### config.mk
export PLATFORM = sky130hd
export DESIGN_NAME = xgmii_capture_top
export DESIGN_NICKNAME = d
export VERILOG_FILES = /design/src/hw/capture_pkg.sv /design/src/hw/capture_bram.sv /design/src/hw/trigger_match.sv /design/src/hw/capture_control.sv /design/src/hw/axil_capture_regs.sv /design/src/hw/xgmii_capture_top.sv
export SDC_FILE = /design/constraint.sdc
export NUM_CORES = 2
export LEC_CHECK = 0
export ABC_AREA = 0
export CORE_ASPECT_RATIO = 1.2
export CORE_MARGIN = 2
export CORE_UTILIZATION = 60
export CTS_CLUSTER_DIAMETER = 40
export DETAILED_ROUTE_END_ITERATION = 10
export DONT_BUFFER_PORTS = 1
export GPL_TIMING_DRIVEN = 0
export PLACE_DENSITY = 0.76
export SYNTH_ARGS = -nofsm -noshare
export SYNTH_HDL_FRONTEND = slang
export SYNTH_SLANG_ARGS = --single-unit
### constraint.sdc
create_clock -name i_clock -period 6.8 [get_ports i_clock]
set_input_delay 0.68 -clock i_clock [delete_from_list [all_inputs] [get_ports i_clock]]
set_output_delay 0.68 -clock i_clock [all_outputs]
set_load 0.02 [all_outputs]
### src/hw/capture_pkg.sv
// Shared types and constants for the capture buffer; depth must stay a power of two matching the address width
package capture_pkg;

    localparam int CAPTURE_ADDR_BITS = 5;   // Write and read address width of both memories
    localparam int CAPTURE_DEPTH     = 32;  // Entries stored before the capture stops
    localparam int DATA_BITS         = 64;  // Eight lanes of one byte each
    localparam int CTRL_BITS         = 8;   // One control flag per lane

    localparam int AXIL_ADDR_BITS    = 8;   // Enough for every register offset and the error range
    localparam int AXIL_DATA_BITS    = 32;

    // One decoded word as seen after the 64b/66b decoder
    typedef struct packed {
        logic [DATA_BITS-1:0] data;  // Lane 0 sits in the low byte
        logic [CTRL_BITS-1:0] ctrl;  // A set bit marks its lane as a control character
    } xgmii_word_t;

    // Software settings for the next capture
    typedef struct packed {
        logic       trig_enable;  // Wait for trig_char in lane 0 before storing
        logic [7:0] trig_char;
    } capture_cfg_t;

    // State reported back through REG_STATUS
    typedef struct packed {
        logic                       armed;  // Waiting for the trigger or writing
        logic                       full;
        logic [CAPTURE_ADDR_BITS:0] count;  // Holds up to CAPTURE_DEPTH inclusive
    } capture_status_t;

    // Register map, byte offsets
    localparam logic [AXIL_ADDR_BITS-1:0] REG_CTRL    = 8'h00;  // Bit 0 arm pulse, bit 1 trig_enable
    localparam logic [AXIL_ADDR_BITS-1:0] REG_TRIG    = 8'h04;
    localparam logic [AXIL_ADDR_BITS-1:0] REG_STATUS  = 8'h08;  // Read-only
    localparam logic [AXIL_ADDR_BITS-1:0] REG_INDEX   = 8'h0C;
    localparam logic [AXIL_ADDR_BITS-1:0] REG_DATA_LO = 8'h10;
    localparam logic [AXIL_ADDR_BITS-1:0] REG_DATA_HI = 8'h14;
    localparam logic [AXIL_ADDR_BITS-1:0] REG_CTRL_RD = 8'h18;

    // AXI response codes
    localparam logic [1:0] RESP_OKAY   = 2'b00;
    localparam logic [1:0] RESP_SLVERR = 2'b10;

endpackage

### src/hw/capture_bram.sv
// Simple dual-port memory without reset; stored contents are undefined until written
`timescale 1ns/1ps

module capture_bram
    import capture_pkg::*;
#(
    parameter type payload_t = logic [7:0]
)
(
    input  logic                         i_clock,
    input  logic                         i_write_enable,
    input  logic [CAPTURE_ADDR_BITS-1:0] i_write_addr,
    input  logic                         i_read_enable,
    input  logic [CAPTURE_ADDR_BITS-1:0] i_read_addr,
    input  payload_t                     i_data,
    output payload_t                     o_data
);

    payload_t mem [CAPTURE_DEPTH];  // Sized so it maps onto one block memory
    payload_t read_q;

    always_ff @(posedge i_clock)
    begin
        if (i_write_enable)
        begin
            mem[i_write_addr] <= i_data;
        end
    end

    // The read register keeps its last value while the port is disabled
    always_ff @(posedge i_clock)
    begin
        if (i_read_enable)
        begin
            read_q <= mem[i_read_addr];
        end
    end

    assign o_data = read_q;

endmodule

### src/hw/trigger_match.sv
// Matches only lane 0 with its control flag set; the hit comes one cycle after the matching word
`timescale 1ns/1ps

module trigger_match
    import capture_pkg::*;
(
    input  logic        i_clock,
    input  logic        i_reset,
    input  xgmii_word_t i_word,
    input  logic        i_valid,
    input  logic [7:0]  i_trig_char,
    output logic        o_hit
);

    logic lane0_is_ctrl;
    logic lane0_match;
    logic hit_q;

    assign lane0_is_ctrl = i_word.ctrl[0];                  // Data bytes never trigger
    assign lane0_match   = (i_word.data[7:0] == i_trig_char);

    always_ff @(posedge i_clock)
    begin
        if (i_reset)
        begin
            hit_q <= 1'b0;
        end
        else
        begin
            hit_q <= i_valid && lane0_is_ctrl && lane0_match;  // Single-cycle pulse per matching word
        end
    end

    assign o_hit = hit_q;

endmodule

### src/hw/capture_control.sv
// Stores CAPTURE_DEPTH valid words then stops; an arm pulse restarts at any time and nothing wraps
`timescale 1ns/1ps

module capture_control
    import capture_pkg::*;
(
    input  logic                         i_clock,
    input  logic                         i_reset,
    input  logic                         i_arm,
    input  logic                         i_trig_enable,
    input  logic                         i_trig_hit,
    input  xgmii_word_t                  i_word,
    input  logic                         i_valid,
    input  logic [CAPTURE_ADDR_BITS-1:0] i_read_index,
    output xgmii_word_t                  o_entry,
    output capture_status_t              o_status
);

    typedef enum logic [1:0] {ST_IDLE, ST_WAIT_TRIG, ST_WRITING, ST_FULL} state_t;

    state_t                       state;
    xgmii_word_t                  word_q;
    logic                         valid_q;
    logic [CAPTURE_ADDR_BITS:0]   count;
    logic [CAPTURE_ADDR_BITS-1:0] write_addr;
    logic                         write_enable;
    logic                         read_enable;
    logic [DATA_BITS-1:0]         data_rd;
    logic [CTRL_BITS-1:0]         ctrl_rd;

    // One stage of delay so the stored word lines up with the trigger hit
    always_ff @(posedge i_clock)
    begin
        word_q <= i_word;
    end

    always_ff @(posedge i_clock)
    begin
        if (i_reset)
        begin
            valid_q <= 1'b0;
        end
        else
        begin
            valid_q <= i_valid && !i_arm;  // The word beside the arm pulse is never stored
        end
    end

    assign write_enable = valid_q &&
                          ((state == ST_WRITING) || ((state == ST_WAIT_TRIG) && i_trig_hit));
    assign write_addr   = count[CAPTURE_ADDR_BITS-1:0];  // Both memories share this address
    assign read_enable  = (state == ST_FULL);            // Readback only once the capture is done

    always_ff @(posedge i_clock)
    begin
        if (i_reset)
        begin
            state <= ST_IDLE;
            count <= '0;
        end
        else if (i_arm)
        begin
            count <= '0;                                    // Restarts even a running capture
            state <= i_trig_enable ? ST_WAIT_TRIG : ST_WRITING;
        end
        else if (write_enable)
        begin
            count <= count + 1'b1;
            state <= (count == CAPTURE_DEPTH - 1) ? ST_FULL : ST_WRITING;
        end
    end

    assign o_status.armed = (state == ST_WAIT_TRIG) || (state == ST_WRITING);
    assign o_status.full  = (state == ST_FULL);
    assign o_status.count = count;

    capture_bram #(.payload_t(logic [DATA_BITS-1:0])) u_data_bram (
        .i_clock        (i_clock),
        .i_write_enable (write_enable),
        .i_write_addr   (write_addr),
        .i_read_enable  (read_enable),
        .i_read_addr    (i_read_index),
        .i_data         (word_q.data),
        .o_data         (data_rd)
    );

    capture_bram #(.payload_t(logic [CTRL_BITS-1:0])) u_ctrl_bram (
        .i_clock        (i_clock),
        .i_write_enable (write_enable),
        .i_write_addr   (write_addr),
        .i_read_enable  (read_enable),
        .i_read_addr    (i_read_index),
        .i_data         (word_q.ctrl),
        .o_data         (ctrl_rd)
    );

    assign o_entry.data = data_rd;
    assign o_entry.ctrl = ctrl_rd;

endmodule

### src/hw/axil_capture_regs.sv
// AXI4-Lite slave with one outstanding write and one outstanding read; only byte lane 0 is writable
`timescale 1ns/1ps

module axil_capture_regs
    import capture_pkg::*;
(
    input  logic                         i_clock,
    input  logic                         i_reset,
    input  logic [AXIL_ADDR_BITS-1:0]    i_axil_awaddr,
    input  logic                         i_axil_awvalid,
    output logic                         o_axil_awready,
    input  logic [AXIL_DATA_BITS-1:0]    i_axil_wdata,
    input  logic [AXIL_DATA_BITS/8-1:0]  i_axil_wstrb,
    input  logic                         i_axil_wvalid,
    output logic                         o_axil_wready,
    output logic [1:0]                   o_axil_bresp,
    output logic                         o_axil_bvalid,
    input  logic                         i_axil_bready,
    input  logic [AXIL_ADDR_BITS-1:0]    i_axil_araddr,
    input  logic                         i_axil_arvalid,
    output logic                         o_axil_arready,
    output logic [AXIL_DATA_BITS-1:0]    o_axil_rdata,
    output logic [1:0]                   o_axil_rresp,
    output logic                         o_axil_rvalid,
    input  logic                         i_axil_rready,
    output capture_cfg_t                 o_cfg,
    output logic                         o_arm,
    output logic [CAPTURE_ADDR_BITS-1:0] o_read_index,
    input  capture_status_t              i_status,
    input  xgmii_word_t                  i_entry
);

    capture_cfg_t                 cfg;
    logic                         arm_pulse;
    logic [CAPTURE_ADDR_BITS-1:0] read_index;
    logic                         write_fire;
    logic                         read_fire;
    logic                         bvalid;
    logic                         rvalid;
    logic [1:0]                   bresp;
    logic [1:0]                   rresp;
    logic [AXIL_DATA_BITS-1:0]    rdata;
    logic [AXIL_DATA_BITS-1:0]    rdata_next;

    // Every offset of the map, readable or not, answers OKAY
    function automatic logic offset_known(input logic [AXIL_ADDR_BITS-1:0] offset);
        case (offset)
            REG_CTRL, REG_TRIG, REG_STATUS, REG_INDEX,
            REG_DATA_LO, REG_DATA_HI, REG_CTRL_RD: return 1'b1;
            default:                               return 1'b0;
        endcase
    endfunction

    assign write_fire     = i_axil_awvalid && i_axil_wvalid && !bvalid;  // Address and data together
    assign read_fire      = i_axil_arvalid && !rvalid;
    assign o_axil_awready = write_fire;
    assign o_axil_wready  = write_fire;
    assign o_axil_arready = !rvalid;

    always_ff @(posedge i_clock)
    begin
        if (i_reset)
        begin
            cfg        <= '0;
            arm_pulse  <= 1'b0;
            read_index <= '0;
            bvalid     <= 1'b0;
        end
        else
        begin
            arm_pulse <= 1'b0;  // Arm lasts one cycle only
            if (write_fire)
            begin
                bvalid <= 1'b1;
                if (i_axil_wstrb[0])
                begin
                    case (i_axil_awaddr)
                        REG_CTRL:
                        begin
                            arm_pulse       <= i_axil_wdata[0];
                            cfg.trig_enable <= i_axil_wdata[1];
                        end
                        REG_TRIG:  cfg.trig_char <= i_axil_wdata[7:0];
                        REG_INDEX: read_index    <= i_axil_wdata[CAPTURE_ADDR_BITS-1:0];
                        default:   ;  // Read-only and unknown offsets keep all settings
                    endcase
                end
            end
            else if (i_axil_bready)
            begin
                bvalid <= 1'b0;
            end
        end
    end

    always_ff @(posedge i_clock)
    begin
        if (write_fire)
        begin
            bresp <= offset_known(i_axil_awaddr) ? RESP_OKAY : RESP_SLVERR;
        end
    end

    // Read data selection, the arm bit always reads back as zero
    always_comb
    begin
        rdata_next = '0;
        case (i_axil_araddr)
            REG_CTRL:    rdata_next[1]                           = cfg.trig_enable;
            REG_TRIG:    rdata_next[7:0]                         = cfg.trig_char;
            REG_STATUS:  rdata_next[$bits(capture_status_t)-1:0] = i_status;
            REG_INDEX:   rdata_next[CAPTURE_ADDR_BITS-1:0]       = read_index;
            REG_DATA_LO: rdata_next                              = i_entry.data[31:0];
            REG_DATA_HI: rdata_next                              = i_entry.data[63:32];
            REG_CTRL_RD: rdata_next[CTRL_BITS-1:0]               = i_entry.ctrl;
            default:     rdata_next                              = '0;
        endcase
    end

    always_ff @(posedge i_clock)
    begin
        if (i_reset)
        begin
            rvalid <= 1'b0;
        end
        else if (read_fire)
        begin
            rvalid <= 1'b1;
        end
        else if (i_axil_rready)
        begin
            rvalid <= 1'b0;
        end
    end

    always_ff @(posedge i_clock)
    begin
        if (read_fire)
        begin
            rdata <= rdata_next;
            rresp <= offset_known(i_axil_araddr) ? RESP_OKAY : RESP_SLVERR;
        end
    end

    assign o_axil_bvalid = bvalid;
    assign o_axil_bresp  = bresp;
    assign o_axil_rvalid = rvalid;
    assign o_axil_rdata  = rdata;
    assign o_axil_rresp  = rresp;
    assign o_cfg         = cfg;
    assign o_arm         = arm_pulse;
    assign o_read_index  = read_index;

endmodule

### src/hw/xgmii_capture_top.sv
// Receive-side capture tap; the stream is only observed, so there is no ready back to the decoder
`timescale 1ns/1ps

module xgmii_capture_top
    import capture_pkg::*;
(
    input  logic                        i_clock,
    input  logic                        i_reset,
    input  xgmii_word_t                 i_rx_word,
    input  logic                        i_rx_valid,
    input  logic [AXIL_ADDR_BITS-1:0]   i_axil_awaddr,
    input  logic                        i_axil_awvalid,
    output logic                        o_axil_awready,
    input  logic [AXIL_DATA_BITS-1:0]   i_axil_wdata,
    input  logic [AXIL_DATA_BITS/8-1:0] i_axil_wstrb,
    input  logic                        i_axil_wvalid,
    output logic                        o_axil_wready,
    output logic [1:0]                  o_axil_bresp,
    output logic                        o_axil_bvalid,
    input  logic                        i_axil_bready,
    input  logic [AXIL_ADDR_BITS-1:0]   i_axil_araddr,
    input  logic                        i_axil_arvalid,
    output logic                        o_axil_arready,
    output logic [AXIL_DATA_BITS-1:0]   o_axil_rdata,
    output logic [1:0]                  o_axil_rresp,
    output logic                        o_axil_rvalid,
    input  logic                        i_axil_rready
);

    capture_cfg_t                 cfg;
    logic                         arm_pulse;
    logic [CAPTURE_ADDR_BITS-1:0] read_index;
    capture_status_t              status;
    xgmii_word_t                  entry;
    logic                         trig_hit;

    axil_capture_regs u_regs (
        .i_clock        (i_clock),
        .i_reset        (i_reset),
        .i_axil_awaddr  (i_axil_awaddr),
        .i_axil_awvalid (i_axil_awvalid),
        .o_axil_awready (o_axil_awready),
        .i_axil_wdata   (i_axil_wdata),
        .i_axil_wstrb   (i_axil_wstrb),
        .i_axil_wvalid  (i_axil_wvalid),
        .o_axil_wready  (o_axil_wready),
        .o_axil_bresp   (o_axil_bresp),
        .o_axil_bvalid  (o_axil_bvalid),
        .i_axil_bready  (i_axil_bready),
        .i_axil_araddr  (i_axil_araddr),
        .i_axil_arvalid (i_axil_arvalid),
        .o_axil_arready (o_axil_arready),
        .o_axil_rdata   (o_axil_rdata),
        .o_axil_rresp   (o_axil_rresp),
        .o_axil_rvalid  (o_axil_rvalid),
        .i_axil_rready  (i_axil_rready),
        .o_cfg          (cfg),
        .o_arm          (arm_pulse),
        .o_read_index   (read_index),
        .i_status       (status),
        .i_entry        (entry)
    );

    // Sees the raw stream, one cycle ahead of the capture stage
    trigger_match u_trigger (
        .i_clock     (i_clock),
        .i_reset     (i_reset),
        .i_word      (i_rx_word),
        .i_valid     (i_rx_valid),
        .i_trig_char (cfg.trig_char),
        .o_hit       (trig_hit)
    );

    capture_control u_control (
        .i_clock       (i_clock),
        .i_reset       (i_reset),
        .i_arm         (arm_pulse),
        .i_trig_enable (cfg.trig_enable),
        .i_trig_hit    (trig_hit),
        .i_word        (i_rx_word),
        .i_valid       (i_rx_valid),
        .i_read_index  (read_index),
        .o_entry       (entry),
        .o_status      (status)
    );

endmodule

==> metrics.md <==
| Metric | Value |
|---|---|
| Final period util | `0.6581` |
| Setup slack after layout | `2.325 ns` |
| Number of DRC markers in iteration 0 | `roughly 9,000` |
| Clk Latency, worst-skew pair | `0.94 ns` |
| Clock Sinks | `2,509` |
| Top-area cell type share of the netlist area | `0.7706` |
| Die height | `between 400 and 500 um` |
| Worst EP arrival | `roughly 5 ns` |
| Max VDD drop | `between 0.3 and 0.4 mV` |
| Grt total ovfl | `0` |
| FF-to-FF setup slack | `approximately 2.3 ns` |
| Post-synthesis register bit count | `~2,500` |
| Final Instance Area | `~110,000 um^2` |
| Post-CTS Setup Bufs | `0` |
| CTS buffer count | `between 200 and 300` |
| Max Slew Vio Count | `21` |
| Antenna viol nets, final | `0` |
| Number of synthesized flops with an enable pin | `2,410` |
| Synth Instances | `about 4,600` |
| TritonRoute pass-1 iters | `10` |
| Max_cap viols | `2` |
| CP Capture Type | `register` |
| Area Overhead vs Synth | `16.02%` |
| RSZ-0062 raised after global routing | `no` |
| Failing checks | `max-capacitance violations, max-slew violations` |
| Placed instance area | `roughly 99,000 um^2` |
| Share of cells above drive strength 1 | `0.1914` |
| Synth cell count leaders | `2,410 x edfxtp_1, 557 x mux2i_1, 346 x a22oi_1` |
| Cell with the most instances after synthesis | `edfxtp_1` |
| Fin Clk Skew | `0.05989 ns` |
| Rows | `roughly 160` |
| Hold-fix buffer count after cts | `around 90` |
| Fmax | `roughly 220 MHz` |
| Die width | `approximately 370 um` |
| Clock Pin Slew Worst Setup and Hold Paths | `0.06 ns` |
| Top post-synthesis cells by area | `edfxtp_1 77%, mux4_2 7.5%, mux2i_1 5.9%` |
| Wire length per cell | `between 30 and 40 um` |
| Actual slew at the worst max-slew pin | `about 1.5 ns` |
| First-pass GRT wire length | `around 370 mm` |
| Setup CP Type | `register to register` |
| Final min period | `4.475 ns` |
| Status | `complete, but fails checks` |
| Core Box Area | `about 160,000 um^2` |
| Critical path's top delay family | `buffers and inverters` |
| Vias | `between 50,000 and 60,000` |
| Worst Path Required | `roughly 7.3 ns` |
| H-Tree Depth | `5` |
| Seq/Total Area, Yosys | `0.7917` |
| Max Root-Sink Buffers | `4` |
| Worst path bufs/invs | `4` |
| Asr flop ratio synth | `0` |
| Starting Density | `0.6021` |
| Setup-failing EPs final | `0` |
| Initial antenna violation count | `17` |
| PostCTS Resize Cnt | `0` |
| Avg Synthesized Cell Area | `between 20 and 25 um^2` |
| Drt drc | `0` |
| Vias in the first global route | `50,359` |
| Vias/cell | `~7.0` |
| Hpwl dp | `between 150 and 200 mm` |
| CP max stage delay | `1.00 ns` |
| Largest net degree at the start of global routing | `46` |
| Yosys cell types | `50` |
| RD Place Congestion | `0.8825` |
| PD cells | `294.4 nW/um^2` |
| CP max stage cell | `clkbuf_1` |
| Nets | `roughly 5,200` |
| CP Max Fanout | `10` |
| PortBufs | `0` |
| Final wirelength | `between 200 and 300 mm` |
| Ports | `173` |
| Yosys warns | `0` |
| Cell Chain, Critical Path | `buf_2, nor2b_1, clkbuf_1, clkbuf_1, clkbuf_1, a22oi_1, nand3_1, nand4_1` |
| Die area | `between 150,000 and 200,000 um^2` |
| Top_reg_cell synth | `edfxtp_1` |
| Post-Syn Area | `93,910 um^2` |
| Dominant cell type by area after synthesis | `edfxtp_1` |
| Pre-CTS setup slack | `2.753 ns` |
| CTS tree | `done` |
| Static leakage | `roughly 33 nW` |
| Final Hold Fails | `0` |
| Type of origin of the critical path | `register` |
| Root buffer cell | `clkbuf_16` |
| Util after Layout | `0.6986` |
| Slew headroom | `-0.02195` |
| Cell mode on critical path | `clkbuf_1` |
| Tot GR Track Use | `0.3420` |
| HP Class | `input pin to register` |
## through the flow
| stage | hold WS, ns | total power (W) | setup TNS, ns | instances |
|---|---|---|---|---|
| final | 0.1073 | 0.03208 | 0 | 7335 |
| after global routing | 0.1072 | 0.03271 | 0 | 7332 |
| after CTS | 0.06715 | 0.03210 | 0 | 7327 |
| after detailed placement | 0.5004 | 0.01753 | 0 | 6763 |
| after global placement | 0.4870 | 0.01751 | -4975.21 | 6654 |
| after floorplan | 0.4599 | 0.01743 | 0 | 4561 |
## registers in the layout (all words and copies together) (netlist names)
signal	flops
u_control.valid_q	1
u_control.state	2
u_regs.o_axil_rdata	32
u_control.word_q	72
u_control.u_ctrl_bram.o_data	8
u_trigger.o_hit	1
u_regs.o_axil_rresp	1
u_control.count	6
u_regs.o_axil_rvalid	1
u_regs.o_read_index	5
u_regs.o_arm	1
u_control.u_data_bram.mem	2048
u_control.u_ctrl_bram.mem	256
u_control.u_data_bram.o_data	64
u_regs.o_axil_bresp	1
u_regs.o_cfg	9
u_regs.o_axil_bvalid	1
## worst register-to-register path, stage by stage, from the launching register on
cell and delay (ns):
dfxtp_1 0.31, buf_2 0.23, nor2b_1 0.16, clkbuf_1 0.47, clkbuf_1 1.00, clkbuf_1 0.98
a22oi_1 0.27, nand3_1 0.19, nand4_1 0.45
## report_power, final
| group | internal (W) | switching [W] |
|---|---|---|
| registers | 0.0169 | 0.000212 |
| clock network | 0.00874 | 0.00607 |
| logic | 0.0000507 | 0.0000512 |
## layout make-up
type | instances | area (um^2)
Multi-Input combinational cell | 1781 | 18640
Clock buffer | 335 | 7458
Tap cell | 2093 | 2619
Buffer | 259 | 1141
Antenna cell | 8 | 20.02
Clock inverter | 141 | 1483
Timing Repair Buffer | 197 | 3193
Fill cell | 9057 | 47010
Inverter | 12 | 47.55
Sequential cell | 2509 | 74350
## layer usage
layer / global-route usage / up-vias / routed length [um]
li1: - / 19862 / -
met1: 0.4384 / 25929 / 90930
met2: 0.5141 / 4388 / 124300
met3: 0.1070 / 978 / 36740
met4: 0.2111 / 16 / 19630
met5: 0 / - / 103
## cells in the final DEF, fill, tap and decap left out, drive strengths merged, types with 4 or more instances in the layout
master and count:
nand2b 6, bufinv 23, nand2 76, nor2b 7, inv 41, a31oi 10, xnor2 8, dfxtp 99
nand4 64, xor2 4, o2bb2ai 6, a22o 37, nor3 7, ha 7, buf 240, a21oi 73
edfxtp 2410, nand3 133, mux2i 557, a22oi 346, mux4 311, a211oi 6, o22ai 5, nor4 4
dlygate4sd3 88, clkinvlp 14, and3 4, or2 6, nor2 67, mux2 5, diode 8, clkinv 75
clkbuf 463, and2 4
## final timing paths
check	from	endpoint	cells past startpoint
setup / recovery	u_regs.o_read_index[0]	u_control.u_data_bram.o_data[58]	8
hold / removal	i_rx_word[8]	u_trigger.o_hit	4
setup reg to reg	u_regs.o_read_index[0]	u_control.u_data_bram.o_data[58]	8
hold reg to reg	u_regs.o_arm	u_control.state[1]	1
## cells by family after synthesis
| family | Yosys count | synth area share |
|---|---|---|
| and+or+nand+nor | 397 | 0.02141 |
| other | 1 | 0.00003993 |
| DFF | 2509 | 0.7917 |
| adders and majority gates | 7 | 0.0009326 |
| buffers and inverters | 271 | 0.01259 |
| muxes | 873 | 0.1346 |
| xor gates and xnor gates | 12 | 0.001119 |
| AOI/OAI and AO/OA | 490 | 0.03761 |
Power figures use the tool's default switching activity.
